<file path="config.mk">
export PLATFORM = sky130hd
export DESIGN_NAME = rv_exec
export DESIGN_NICKNAME = d
export VERILOG_FILES = /design/src/rv_exec_pkg.sv /design/src/rv_exec.sv /design/src/exu_stage.sv /design/src/exu_pc.sv /design/src/exu_alu.sv /design/src/credit_fifo.sv /design/src/inst_decoder.sv
export SDC_FILE = /design/constraint.sdc
export NUM_CORES = 1
export LEC_CHECK = 0
export BUFFER_PORTS_ARGS = -buffer_cell sky130_fd_sc_hd__buf_2
export CAP_MARGIN = 0
export CORE_ASPECT_RATIO = 0.9
export CORE_MARGIN = 2
export CORE_UTILIZATION = 51
export CTS_CLUSTER_DIAMETER = 80
export CTS_CLUSTER_SIZE = 20
export DETAILED_ROUTE_END_ITERATION = 7
export PLACE_DENSITY = 0.69
export SETUP_SLACK_MARGIN = 0.05
export SYNTH_ARGS = -nofsm -noshare
export SYNTH_HDL_FRONTEND = slang
export SYNTH_HIERARCHICAL = 1
export SYNTH_SLANG_ARGS = --single-unit
export TNS_END_PERCENT = 50
</file>
<file path="constraint.sdc">
create_clock -name clk -period 7.6 [get_ports clk]
set_input_delay 1.14 -clock clk [delete_from_list [all_inputs] [get_ports clk]]
set_output_delay 1.14 -clock clk [all_outputs]
set_load 0.01 [all_outputs]
</file>
<file path="src/rv_exec_pkg.sv">
package rv_exec_pkg;

    localparam int XLEN       = 32;
    localparam int FIFO_DEPTH = 4;
    localparam int CREDIT_W   = $clog2(FIFO_DEPTH + 1);

    localparam logic [XLEN-1:0] RESET_PC = 32'h8000_0000;

    // Major opcodes of the supported RV32I subset.
    localparam logic [6:0] OPC_OP     = 7'b0110011;
    localparam logic [6:0] OPC_OP_IMM = 7'b0010011;
    localparam logic [6:0] OPC_AUIPC  = 7'b0010111;
    localparam logic [6:0] OPC_JAL    = 7'b1101111;
    localparam logic [6:0] OPC_JALR   = 7'b1100111;
    localparam logic [6:0] OPC_BRANCH = 7'b1100011;
    localparam logic [6:0] OPC_SYSTEM = 7'b1110011;

    localparam logic [6:0]      FUNCT7_BASE = 7'b0000000;
    localparam logic [6:0]      FUNCT7_ALT  = 7'b0100000;
    localparam logic [XLEN-1:0] EBREAK_WORD = 32'h0010_0073;

    typedef enum logic [3:0] {
        OP_ADD,
        OP_SUB,
        OP_SLTU,
        OP_ADDI,
        OP_XORI,
        OP_ANDI,
        OP_AUIPC,
        OP_JAL,
        OP_JALR,
        OP_BEQ,
        OP_BNE,
        OP_BGE,
        OP_EBREAK,
        OP_ILLEGAL
    } op_e;

    typedef struct packed {
        logic [XLEN-1:0] word;
        logic [XLEN-1:0] src1;
        logic [XLEN-1:0] src2;
    } inst_in_t;

    typedef struct packed {
        op_e             op;
        logic [4:0]      rd;
        logic [XLEN-1:0] imm;
        logic [XLEN-1:0] src1;
        logic [XLEN-1:0] src2;
    } uop_t;

    typedef struct packed {
        logic [XLEN-1:0] pc;
        logic [XLEN-1:0] next_pc;
        logic [4:0]      rd;
        logic [XLEN-1:0] wdata;
        logic            wen;
        logic            halt;
        logic            illegal;
    } result_t;

endpackage
</file>
<file path="src/rv_exec.sv">
module rv_exec (
    input  logic                  clk,
    input  logic                  arst_n,
    input  logic                  inst_valid,
    input  rv_exec_pkg::inst_in_t inst,
    input  logic                  res_ready,
    output logic                  inst_ready,
    output logic                  res_valid,
    output rv_exec_pkg::result_t  res
);
    import rv_exec_pkg::*;

    logic push;
    uop_t push_uop;
    logic credit_return;
    logic uop_valid;
    uop_t uop;
    logic pop;

    inst_decoder u_decoder (
        .clk          (clk),
        .arst_n       (arst_n),
        .inst_valid   (inst_valid),
        .inst         (inst),
        .credit_return(credit_return),
        .inst_ready   (inst_ready),
        .push         (push),
        .push_uop     (push_uop)
    );

    credit_fifo #(
        .DEPTH(FIFO_DEPTH)
    ) u_fifo (
        .clk          (clk),
        .arst_n       (arst_n),
        .push         (push),
        .push_uop     (push_uop),
        .pop          (pop),
        .uop_valid    (uop_valid),
        .uop          (uop),
        .credit_return(credit_return)
    );

    exu_stage u_exu (
        .clk      (clk),
        .arst_n   (arst_n),
        .uop_valid(uop_valid),
        .uop      (uop),
        .res_ready(res_ready),
        .pop      (pop),
        .res_valid(res_valid),
        .res      (res)
    );

endmodule

</file>
<file path="src/exu_stage.sv">
module exu_stage (
    input  logic                 clk,
    input  logic                 arst_n,
    input  logic                 uop_valid,
    input  rv_exec_pkg::uop_t    uop,
    input  logic                 res_ready,
    output logic                 pop,
    output logic                 res_valid,
    output rv_exec_pkg::result_t res
);
    import rv_exec_pkg::*;

    logic [XLEN-1:0] pc_q;
    logic [XLEN-1:0] alu_result;
    logic [XLEN-1:0] next_pc;
    logic [XLEN-1:0] wdata;
    logic            writes;

    exu_alu u_alu (
        .uop       (uop),
        .alu_result(alu_result)
    );

    exu_pc u_pc (
        .op        (uop.op),
        .imm       (uop.imm),
        .pc        (pc_q),
        .src1      (uop.src1),
        .alu_result(alu_result),
        .next_pc   (next_pc)
    );

    // Pop when the output register is empty or drains this cycle.
    assign pop = uop_valid && (!res_valid || res_ready);

    always_comb begin
        writes = uop.op inside {OP_ADD, OP_SUB, OP_SLTU, OP_ADDI, OP_XORI, OP_ANDI,
                                OP_AUIPC, OP_JAL, OP_JALR};
        case (uop.op)
            OP_JAL, OP_JALR: wdata = pc_q + XLEN'(4);
            OP_AUIPC:        wdata = pc_q + uop.imm;
            default:         wdata = alu_result;
        endcase
    end

    always_ff @(posedge clk or negedge arst_n) begin
        if (!arst_n) begin
            pc_q      <= RESET_PC;
            res_valid <= 1'b0;
        end else if (pop) begin
            pc_q      <= next_pc;
            res_valid <= 1'b1;
        end else if (res_ready) begin
            res_valid <= 1'b0;
        end
    end

    always_ff @(posedge clk) begin
        if (pop) begin
            res.pc      <= pc_q;
            res.next_pc <= next_pc;
            res.rd      <= uop.rd;
            res.wdata   <= wdata;
            res.wen     <= writes && (uop.rd != 5'd0);
            res.halt    <= (uop.op == OP_EBREAK);
            res.illegal <= (uop.op == OP_ILLEGAL);
        end
    end

endmodule

</file>
<file path="src/exu_pc.sv">
module exu_pc (
    input  rv_exec_pkg::op_e             op,
    input  logic [rv_exec_pkg::XLEN-1:0] imm,
    input  logic [rv_exec_pkg::XLEN-1:0] pc,
    input  logic [rv_exec_pkg::XLEN-1:0] src1,
    input  logic [rv_exec_pkg::XLEN-1:0] alu_result,
    output logic [rv_exec_pkg::XLEN-1:0] next_pc
);
    import rv_exec_pkg::*;

    logic            is_jalr;
    logic            taken;
    logic [XLEN-1:0] adder_a;
    logic [XLEN-1:0] adder_b;
    logic [XLEN-1:0] sum;

    assign is_jalr = (op == OP_JALR);
    assign taken   = (op inside {OP_BEQ, OP_BNE, OP_BGE}) && alu_result[0];

    // Register-relative target only for jalr.
    assign adder_a = is_jalr ? src1 : pc;
    assign adder_b = (op == OP_JAL || is_jalr || taken) ? imm : XLEN'(4);
    assign sum     = adder_a + adder_b;

    assign next_pc = {sum[XLEN-1:1], sum[0] & ~is_jalr};

endmodule

</file>
<file path="src/exu_alu.sv">
module exu_alu (
    input  rv_exec_pkg::uop_t            uop,
    output logic [rv_exec_pkg::XLEN-1:0] alu_result
);
    import rv_exec_pkg::*;

    logic [XLEN-1:0] a;
    logic [XLEN-1:0] b;
    logic [XLEN-1:0] i;

    assign a = uop.src1;
    assign b = uop.src2;
    assign i = uop.imm;

    always_comb begin
        alu_result = '0;
        case (uop.op)
            OP_ADD:  alu_result = a + b;
            OP_SUB:  alu_result = a - b;
            OP_SLTU: alu_result = {{(XLEN-1){1'b0}}, a < b};
            OP_ADDI: alu_result = a + i;
            OP_XORI: alu_result = a ^ i;
            OP_ANDI: alu_result = a & i;
            // Branch condition in bit 0.
            OP_BEQ:  alu_result = {{(XLEN-1){1'b0}}, a == b};
            OP_BNE:  alu_result = {{(XLEN-1){1'b0}}, a != b};
            OP_BGE:  alu_result = {{(XLEN-1){1'b0}}, $signed(a) >= $signed(b)};
            default: alu_result = '0;
        endcase
    end

endmodule

</file>
<file path="src/credit_fifo.sv">
module credit_fifo #(
    parameter int DEPTH = rv_exec_pkg::FIFO_DEPTH
) (
    input  logic              clk,
    input  logic              arst_n,
    input  logic              push,
    input  rv_exec_pkg::uop_t push_uop,
    input  logic              pop,
    output logic              uop_valid,
    output rv_exec_pkg::uop_t uop,
    output logic              credit_return
);
    import rv_exec_pkg::*;

    typedef logic [$clog2(DEPTH)-1:0]   ptr_t;
    typedef logic [$clog2(DEPTH+1)-1:0] cnt_t;

    uop_t mem [DEPTH];
    ptr_t wr_ptr;
    ptr_t rd_ptr;
    cnt_t count;

    assign uop_valid = (count != '0);
    assign uop       = mem[rd_ptr];

    always_ff @(posedge clk) begin
        if (push) begin
            mem[wr_ptr] <= push_uop;
        end
    end

    always_ff @(posedge clk or negedge arst_n) begin
        if (!arst_n) begin
            wr_ptr        <= '0;
            rd_ptr        <= '0;
            count         <= '0;
            credit_return <= 1'b0;
        end else begin
            credit_return <= pop;
            if (push) begin
                wr_ptr <= (wr_ptr == ptr_t'(DEPTH - 1)) ? '0 : wr_ptr + 1'b1;
            end
            if (pop) begin
                rd_ptr <= (rd_ptr == ptr_t'(DEPTH - 1)) ? '0 : rd_ptr + 1'b1;
            end
            // The decoder only pushes while it holds a credit.
            case ({push, pop})
                2'b10:   count <= count + 1'b1;
                2'b01:   count <= count - 1'b1;
                default: count <= count;
            endcase
        end
    end

endmodule

</file>
<file path="src/inst_decoder.sv">
module inst_decoder (
    input  logic                  clk,
    input  logic                  arst_n,
    input  logic                  inst_valid,
    input  rv_exec_pkg::inst_in_t inst,
    input  logic                  credit_return,
    output logic                  inst_ready,
    output logic                  push,
    output rv_exec_pkg::uop_t     push_uop
);
    import rv_exec_pkg::*;

    logic [CREDIT_W-1:0] credits;
    logic                accept;
    logic [XLEN-1:0]     w;
    logic [6:0]          opcode;
    logic [2:0]          funct3;
    logic [6:0]          funct7;
    op_e                 op;
    logic [XLEN-1:0]     imm;

    assign w      = inst.word;
    assign opcode = w[6:0];
    assign funct3 = w[14:12];
    assign funct7 = w[31:25];

    assign inst_ready = (credits != '0);
    assign accept     = inst_valid && inst_ready;

    always_comb begin
        op  = OP_ILLEGAL;
        imm = '0;
        case (opcode)
            OPC_OP: begin
                if (funct7 == FUNCT7_BASE && funct3 == 3'b000) op = OP_ADD;
                if (funct7 == FUNCT7_ALT && funct3 == 3'b000) op = OP_SUB;
                if (funct7 == FUNCT7_BASE && funct3 == 3'b011) op = OP_SLTU;
            end
            OPC_OP_IMM: begin
                imm = {{20{w[31]}}, w[31:20]};
                if (funct3 == 3'b000) op = OP_ADDI;
                if (funct3 == 3'b100) op = OP_XORI;
                if (funct3 == 3'b111) op = OP_ANDI;
            end
            OPC_AUIPC: begin
                imm = {w[31:12], 12'b0};
                op  = OP_AUIPC;
            end
            OPC_JAL: begin
                imm = {{11{w[31]}}, w[31], w[19:12], w[20], w[30:21], 1'b0};
                op  = OP_JAL;
            end
            OPC_JALR: begin
                imm = {{20{w[31]}}, w[31:20]};
                if (funct3 == 3'b000) op = OP_JALR;
            end
            OPC_BRANCH: begin
                imm = {{19{w[31]}}, w[31], w[7], w[30:25], w[11:8], 1'b0};
                if (funct3 == 3'b000) op = OP_BEQ;
                if (funct3 == 3'b001) op = OP_BNE;
                if (funct3 == 3'b101) op = OP_BGE;
            end
            OPC_SYSTEM: begin
                if (w == EBREAK_WORD) op = OP_EBREAK;
            end
            default: op = OP_ILLEGAL;
        endcase
    end

    // One credit per accepted instruction, one back per buffer pop.
    always_ff @(posedge clk or negedge arst_n) begin
        if (!arst_n) begin
            credits <= CREDIT_W'(FIFO_DEPTH);
            push    <= 1'b0;
        end else begin
            push <= accept;
            case ({accept, credit_return})
                2'b10:   credits <= credits - 1'b1;
                2'b01:   credits <= credits + 1'b1;
                default: credits <= credits;
            endcase
        end
    end

    always_ff @(posedge clk) begin
        if (accept) begin
            push_uop <= '{op: op, rd: w[11:7], imm: imm, src1: inst.src1, src2: inst.src2};
        end
    end

endmodule

</file>
== Yosys cells after proc, flatten, opt, wreduce, memory -nomap -nowiden ==
Memory sizes are Yosys's and may differ from the RTL's.
Cells that the tools add are included.

* Register bits after elaboration: 254
* Latch bits: 0
* Memory bits (writable): 420
* Bits in read-only memories: 0
* Output and inout port bits: 106
* Logic and storage cells: 123
* Memories: 1

{| class="wikitable"
|+ Memory list
! memory !! words !! width !! rd ports !! clocked after memory_dff !! wr ports !! line !! text
|-
| u_fifo.mem || 4 || 105 || 1 || 0 || 1 || credit_fifo.sv:18 || <nowiki>uop_t mem [DEPTH];</nowiki>
|}

* Add/subtract/negate cells: 12
* Multipliers: 0
* Div/mod/pow operators: 0
* Order comparisons: 2
* Equal/unequal tests: 35
* Shifts and indexed selects: 0
* Muxes and demuxes: 25
* Bitwise operators: 4
* Reductions and logical operators: 24

{| class="wikitable"
|+ Operator list
! operator !! count
|-
| 32-bit one-hot mux with 9 select lines || 1
|-
| 32-bit adder || 4
|-
| 32-bit one-hot mux with 4 select lines || 1
|-
| 32-bit two-way mux || 2
|-
| 32-bit one-hot mux with 2 select lines || 1
|-
| 32-bit by 3-bit adder with 32-bit output (second input constant) || 1
|-
| 32-bit bitwise AND || 1
|-
| 32-bit by 21-bit equality test with 1-bit output (second input constant) || 1
|-
| 32-bit equality test || 1
|-
| 32-bit greater-or-equal comparator || 1
|-
| 32-bit < comparator || 1
|-
| 32-bit inequality test || 1
|-
| 32-bit subtractor || 1
|-
| 32-bit bitwise XOR || 1
|-
| 7-bit equality test (second input constant) || 4
|-
| 4-bit one-hot mux with 7 select lines || 1
|-
| 4-bit equality test (second input constant) || 6
|-
| 4-bit two-way mux || 6
|-
| 4-bit by 3-bit equality test with 1-bit output (second input constant) || 4
|-
| 7-bit by 5-bit equality test with 1-bit output (second input constant) || 2
|-
| 7-bit by 6-bit equality test with 1-bit output (second input constant) || 2
|-
| 3-bit two-way mux || 4
|-
| 3-bit one-hot mux with 2 select lines || 2
|-
| 3-bit equality test (second input constant) || 3
|-
| 24 further kinds || 50
|}

== Logic depth before layout (Yosys ltp) ==
An unclocked memory read counts as a cell.

* Depth in word-level cells: 8
* Mapped depth: 34
* Depth with buffers taken out: 31

== Cells and area by module ==
The synthesis kept the hierarchy.

{| class="wikitable"
|+ Modules (own cells, without submodules)
! module !! instances !! cells an instance !! area each (um^2) !! seq. area each (um^2)
|-
| credit_fifo || 1 || 584 || 15557.4 || 12812.3
|-
| exu_stage || 1 || 595 || 7215.7 || 3950.0
|-
| exu_alu || 1 || 697 || 4895.9 || 0.0
|-
| inst_decoder || 1 || 244 || 4159.0 || 3254.4
|-
| exu_pc || 1 || 309 || 2255.9 || 0.0
|}

== Worst setup path before layout ==
Ideal clock, no wire load.

* Path type: register -> register
* Start point: reg u_fifo.rd_ptr[0]
* End point: reg u_exu.pc_q[30]
* Library setup time: 0.249 ns
* Arrival time: 6.516 ns
* Required time: 7.351 ns
* Path slack: 0.834 ns
* Cell stages (with the launch flop): 35
* Period minus slack after synthesis: 6.766 ns
* Cells stage by stage: dfrtp_1 > buf_6 > buf_2 > mux4_2 > inv_1 > ha_1 > inv_1 > fa_1 > a211oi_2 > nor2_1 > a41o_2 > a21o_1 > a221o_2 > a21oi_2 > o21ai_1 > nor2_1 > a311o_1 > nor2_1 > nor3_1 > a41oi_1 > clkbuf_1 > nor2b_1 > ha_1 > inv_1 > fa_1 > nand2b_1 > a211oi_2 > o21ai_1 > a21bo_1 > a311o_1 > nand3_1 > a31oi_1 > xnor2_1 > nand2_1 > o21ai_0

{| class="wikitable"
|+ RTL lines
! item !! line !! text
|-
| start, declared || credit_fifo.sv:20 || <nowiki>ptr_t rd_ptr;</nowiki>
|-
| start signal, assigned || credit_fifo.sv:44 || <nowiki>rd_ptr <= (rd_ptr == ptr_t'(DEPTH - 1)) ? '0 : rd_ptr + 1'b1;</nowiki>
|-
| end signal, assigned || exu_stage.sv:51 || <nowiki>pc_q <= next_pc;</nowiki>
|-
| end, declared || exu_stage.sv:13 || <nowiki>logic [XLEN-1:0] pc_q;</nowiki>
|}

==> impl_metrics.csv <==
group,metric,value,unit
layout,multi_input_comb_area,13300,um2
yosys,synth.yosys.seq_area_share,58.7,%
yosys,synthesis.nets,2704,
die,io-pin-count,206,
hold_path,timing.hold.worst.class,"flip-flop to flip-flop",
routing,drt-vias-per-instance,6.29,
worst_setup_path,cp_data_arrival_time,7750,ps
clocking,cts-buffers-inserted,42,
worst_setup_path,regToRegSetupSlack,320,ps
clocking,h-tree-depth,2,
routing,antenna_left,0,
sta,post-route-min-period,7280,ps
layout,final.fill_count,5146,
worst_setup_path,critical_path_peak_fanout,23,
worst_setup_path,reg2regPathDepth,28,
clocking,worstSkewPairLatency,600,ps
routing,routed-via-count,22004,
clocking,cts_hold_repair.buffers,0,
die,dieWidth,277,um
worst_setup_path,worst_path_largest_cell_delay,600,ps
sta,rsz0062_at_grt,"true",
die,floorplan.die_area,68900,um2
yosys,postSynth.asyncResetShare,6.68,%
routing,drc_errors,0,
layout,antenna-diode-count,0,
yosys,yosysTopAreaCell,"sky130_fd_sc_hd__edfxtp_1",
yosys,syn_inst,2429,
routing,dr.first_iter.drc_count,2500,
worst_setup_path,timing.critical_path.from_type,"flip-flop",
clocking,worst_setup_hold_path_clk_slew,80,ps
clocking,cts_max_path_buffers,3,
die,floorplan.rows,89,
yosys,yosys_warns,6,
sta,final.setup_skew,21.2,ps
yosys,synth-main-ff-cell,"sky130_fd_sc_hd__edfxtp_1",
yosys,synth.cells.most_frequent,"sky130_fd_sc_hd__edfxtp_1, sky130_fd_sc_hd__ha_1, sky130_fd_sc_hd__nand2_1",
grt,grt_first_pass_wirelength,137,mm
routing,drt_first_pass_iters,6,
hold_path,critical_hold_path_startpoint,"u_fifo/count[2]",
place,place_hpwl,67.9,mm
clocking,clk_root_buffer_cell,"sky130_fd_sc_hd__clkbuf_16",
layout,register_area,20000,um2
sta,fmax,137,MHz
place,count_of_buffers_from_port_buffering,205,
grt,grt.total_usage,26.4,%
yosys,postSynthAreaPerCell,14.0,um2
layout,final_net_count,2884,
yosys,synth_top_area_share,55.4,%
sta,hold_viol_final,0,
sta,timing.setup.tns,0,ps
worst_setup_path,worstReg2RegStart,"u_fifo/rd_ptr[0]",
sta,worst_pin_slew,1080,ps
worst_setup_path,critical_path_required_time,8070,ps
run_status,outcome,"finished, final reports clean",
sta,final_min_period_over_clock_period,95.7,%
layout,syn_to_final_growth,9.33,%
yosys,ys_seq_elements,674,
sta,report.final.slew_viol_count,0,
worst_setup_path,worst-setup-path-type,"flip-flop to flip-flop",
yosys,netlist_top_cells_area,"sky130_fd_sc_hd__edfxtp_1, sky130_fd_sc_hd__mux4_2, sky130_fd_sc_hd__ha_1, sky130_fd_sc_hd__dfrtp_1, sky130_fd_sc_hd__mux2_2",
clocking,post_cts_resized,0,
hold_path,worst_hold_path_endpoint,"u_fifo/count[2]",
routing,wirelength,91.3,mm
flow_run,drv.max_cap_violation_count,0,
grt,antenna_found_initial,1,
layout,drive_gt1_share,20.3,%
grt,grt_pass1_vias,21268,
worst_setup_path,timing.critical_path.slowest_stage_cell,"sky130_fd_sc_hd__mux4_2",
yosys,synth_enable_flop_cells,629,
die,die_height,249,um
worst_setup_path,cp-end-kind,"flip-flop",
clocking,tritoncts_clock_tree,"yes",
place,place_congestion,0.946,
grt,overflow,0,
yosys,top_count_cell_post_synth,"sky130_fd_sc_hd__edfxtp_1",
grt,maximum_number_of_pins_on_one_net_before_global_route_repair,77,
yosys,post_synth_num_cell_types,99,
die,core_area,65800,um2
worst_setup_path,worst_r2r_endpoint,"u_exu/pc_q[26]",
routing,drt-wirelength-per-cell,26.1,um
yosys,post_synth_instance_area,34100,um2
clocking,clock_sinks,674,
sta,setup_violations,0,
die,floorplan.initialDensity,51.8,%
hold_path,hold_depth,1,
clocking,post_cts_repair_setup_buffers,0,
sta,timing.max_slew.rel_slack,27.7,%
-- area by class of cell --
cell class | instances | share of cell area, %
clock inverter | 8 | 0.316
multi-input combinational | 1577 | 35.6
sequential | 674 | 53.7
inverter | 71 | 0.729
clock buffer | 59 | 2.99
tap | 864 | 2.90
timing repair buffer | 243 | 3.69
-- kinds of logic after synthesis --
family | count (synthesis) | share of synthesized area, %
AO/OA/AOI/OAI | 563 | 11.3
XOR/XNOR | 137 | 3.52
adder cells (fa/ha/maj) | 175 | 6.56
buffers and inverters | 178 | 2.48
flip-flops | 674 | 58.7
multiplexers | 187 | 9.61
AND/OR/NAND/NOR | 515 | 7.82
-- sequential cells by signal, indices dropped and copies added, names as in the netlist --
signal and count:
u_fifo/mem 420, u_decoder/push_uop 105, u_exu/res 104, u_exu/pc_q 32, u_decoder/credits 3, u_fifo/count 3, u_fifo/rd_ptr 2, u_fifo/wr_ptr 2
u_decoder/push 1, u_exu/res_valid 1, u_fifo/credit_return 1
-- layer usage --
layer | vias to the layer above | GRT usage (%) | wire (um)
li1 | 9862 | - | -
met4 | 0 | 7.15 | 2430
met5 | - | 0 | 0
met3 | 102 | 4.26 | 7570
met1 | 11070 | 41.4 | 42300
met2 | 970 | 38.2 | 39000
-- cells in the final DEF (no fill, tap or decap), types with 7 or more instances in the layout --
master and n:
sky130_fd_sc_hd__o31ai_1 8, sky130_fd_sc_hd__dfrtp_1 41, sky130_fd_sc_hd__mux2i_1 13, sky130_fd_sc_hd__nor4_1 10
sky130_fd_sc_hd__xnor2_1 85, sky130_fd_sc_hd__and3_1 26, sky130_fd_sc_hd__a21oi_1 109, sky130_fd_sc_hd__nand3b_1 10
sky130_fd_sc_hd__o21ai_1 15, sky130_fd_sc_hd__xor2_1 52, sky130_fd_sc_hd__nor3_1 20, sky130_fd_sc_hd__inv_1 69
sky130_fd_sc_hd__and2_1 10, sky130_fd_sc_hd__or3_1 8, sky130_fd_sc_hd__edfxtp_1 629, sky130_fd_sc_hd__nand2_1 136
sky130_fd_sc_hd__mux2_2 68, sky130_fd_sc_hd__nand3_1 46, sky130_fd_sc_hd__o21ai_0 131, sky130_fd_sc_hd__clkbuf_1 17
sky130_fd_sc_hd__nor2_1 102, sky130_fd_sc_hd__nor2b_1 48, sky130_fd_sc_hd__buf_4 33, sky130_fd_sc_hd__nand2b_1 22
sky130_fd_sc_hd__o21bai_1 12, sky130_fd_sc_hd__o211ai_1 14, sky130_fd_sc_hd__a222oi_1 29, sky130_fd_sc_hd__a211oi_1 13
sky130_fd_sc_hd__nand4_1 26, sky130_fd_sc_hd__a21o_2 7, sky130_fd_sc_hd__a31oi_1 26, sky130_fd_sc_hd__clkbuf_16 42
sky130_fd_sc_hd__a22oi_1 26, sky130_fd_sc_hd__o21a_1 12, sky130_fd_sc_hd__buf_2 205, sky130_fd_sc_hd__mux4_2 105
sky130_fd_sc_hd__a21o_1 79, sky130_fd_sc_hd__ha_1 169
-- per-stage QoR --
step	worst slack [ps]	util [%]	area, um2	hold slack [ps]	std cells
2_1_floorplan	834	-	34100	434	2429
3_3_place_gp	528	54.7	36000	448	3429
3_5_place_dp	359	54.7	36000	452	3429
4_1_cts	323	56.6	37300	466	3496
5_1_grt	18.6	56.6	37300	501	3496
6_report	324	56.6	37300	460	3496
-- worst max path at each step --
stage,endpoint,start,slack (ps),cells past startpoint
after floorplan,u_exu/pc_q[30],u_fifo/rd_ptr[0],830,34
final,u_exu/pc_q[26],u_fifo/rd_ptr[0],320,28
after CTS,u_exu/pc_q[29],u_fifo/rd_ptr[0],320,26
after detailed placement,u_exu/pc_q[29],u_fifo/rd_ptr[0],360,26
after global routing,u_exu/pc_q[26],u_fifo/rd_ptr[0],20,28
after global placement,u_exu/pc_q[29],u_fifo/rd_ptr[0],530,26
-- critical path, delay by kind of cell, from the launching register on --
kind	cells	cell delay, ps
AOI/OAI and AO/OA	14	3280
adders and majority gates	3	1030
and+or+nand+nor	6	990
muxes	2	870
DFF	1	500
buffers and inverters	2	290
xor gates and xnor gates	1	160
Power is left out: the tool's default activity adds up to more than one toggle a clock period on the data nets, which glitch-free logic cannot reach.
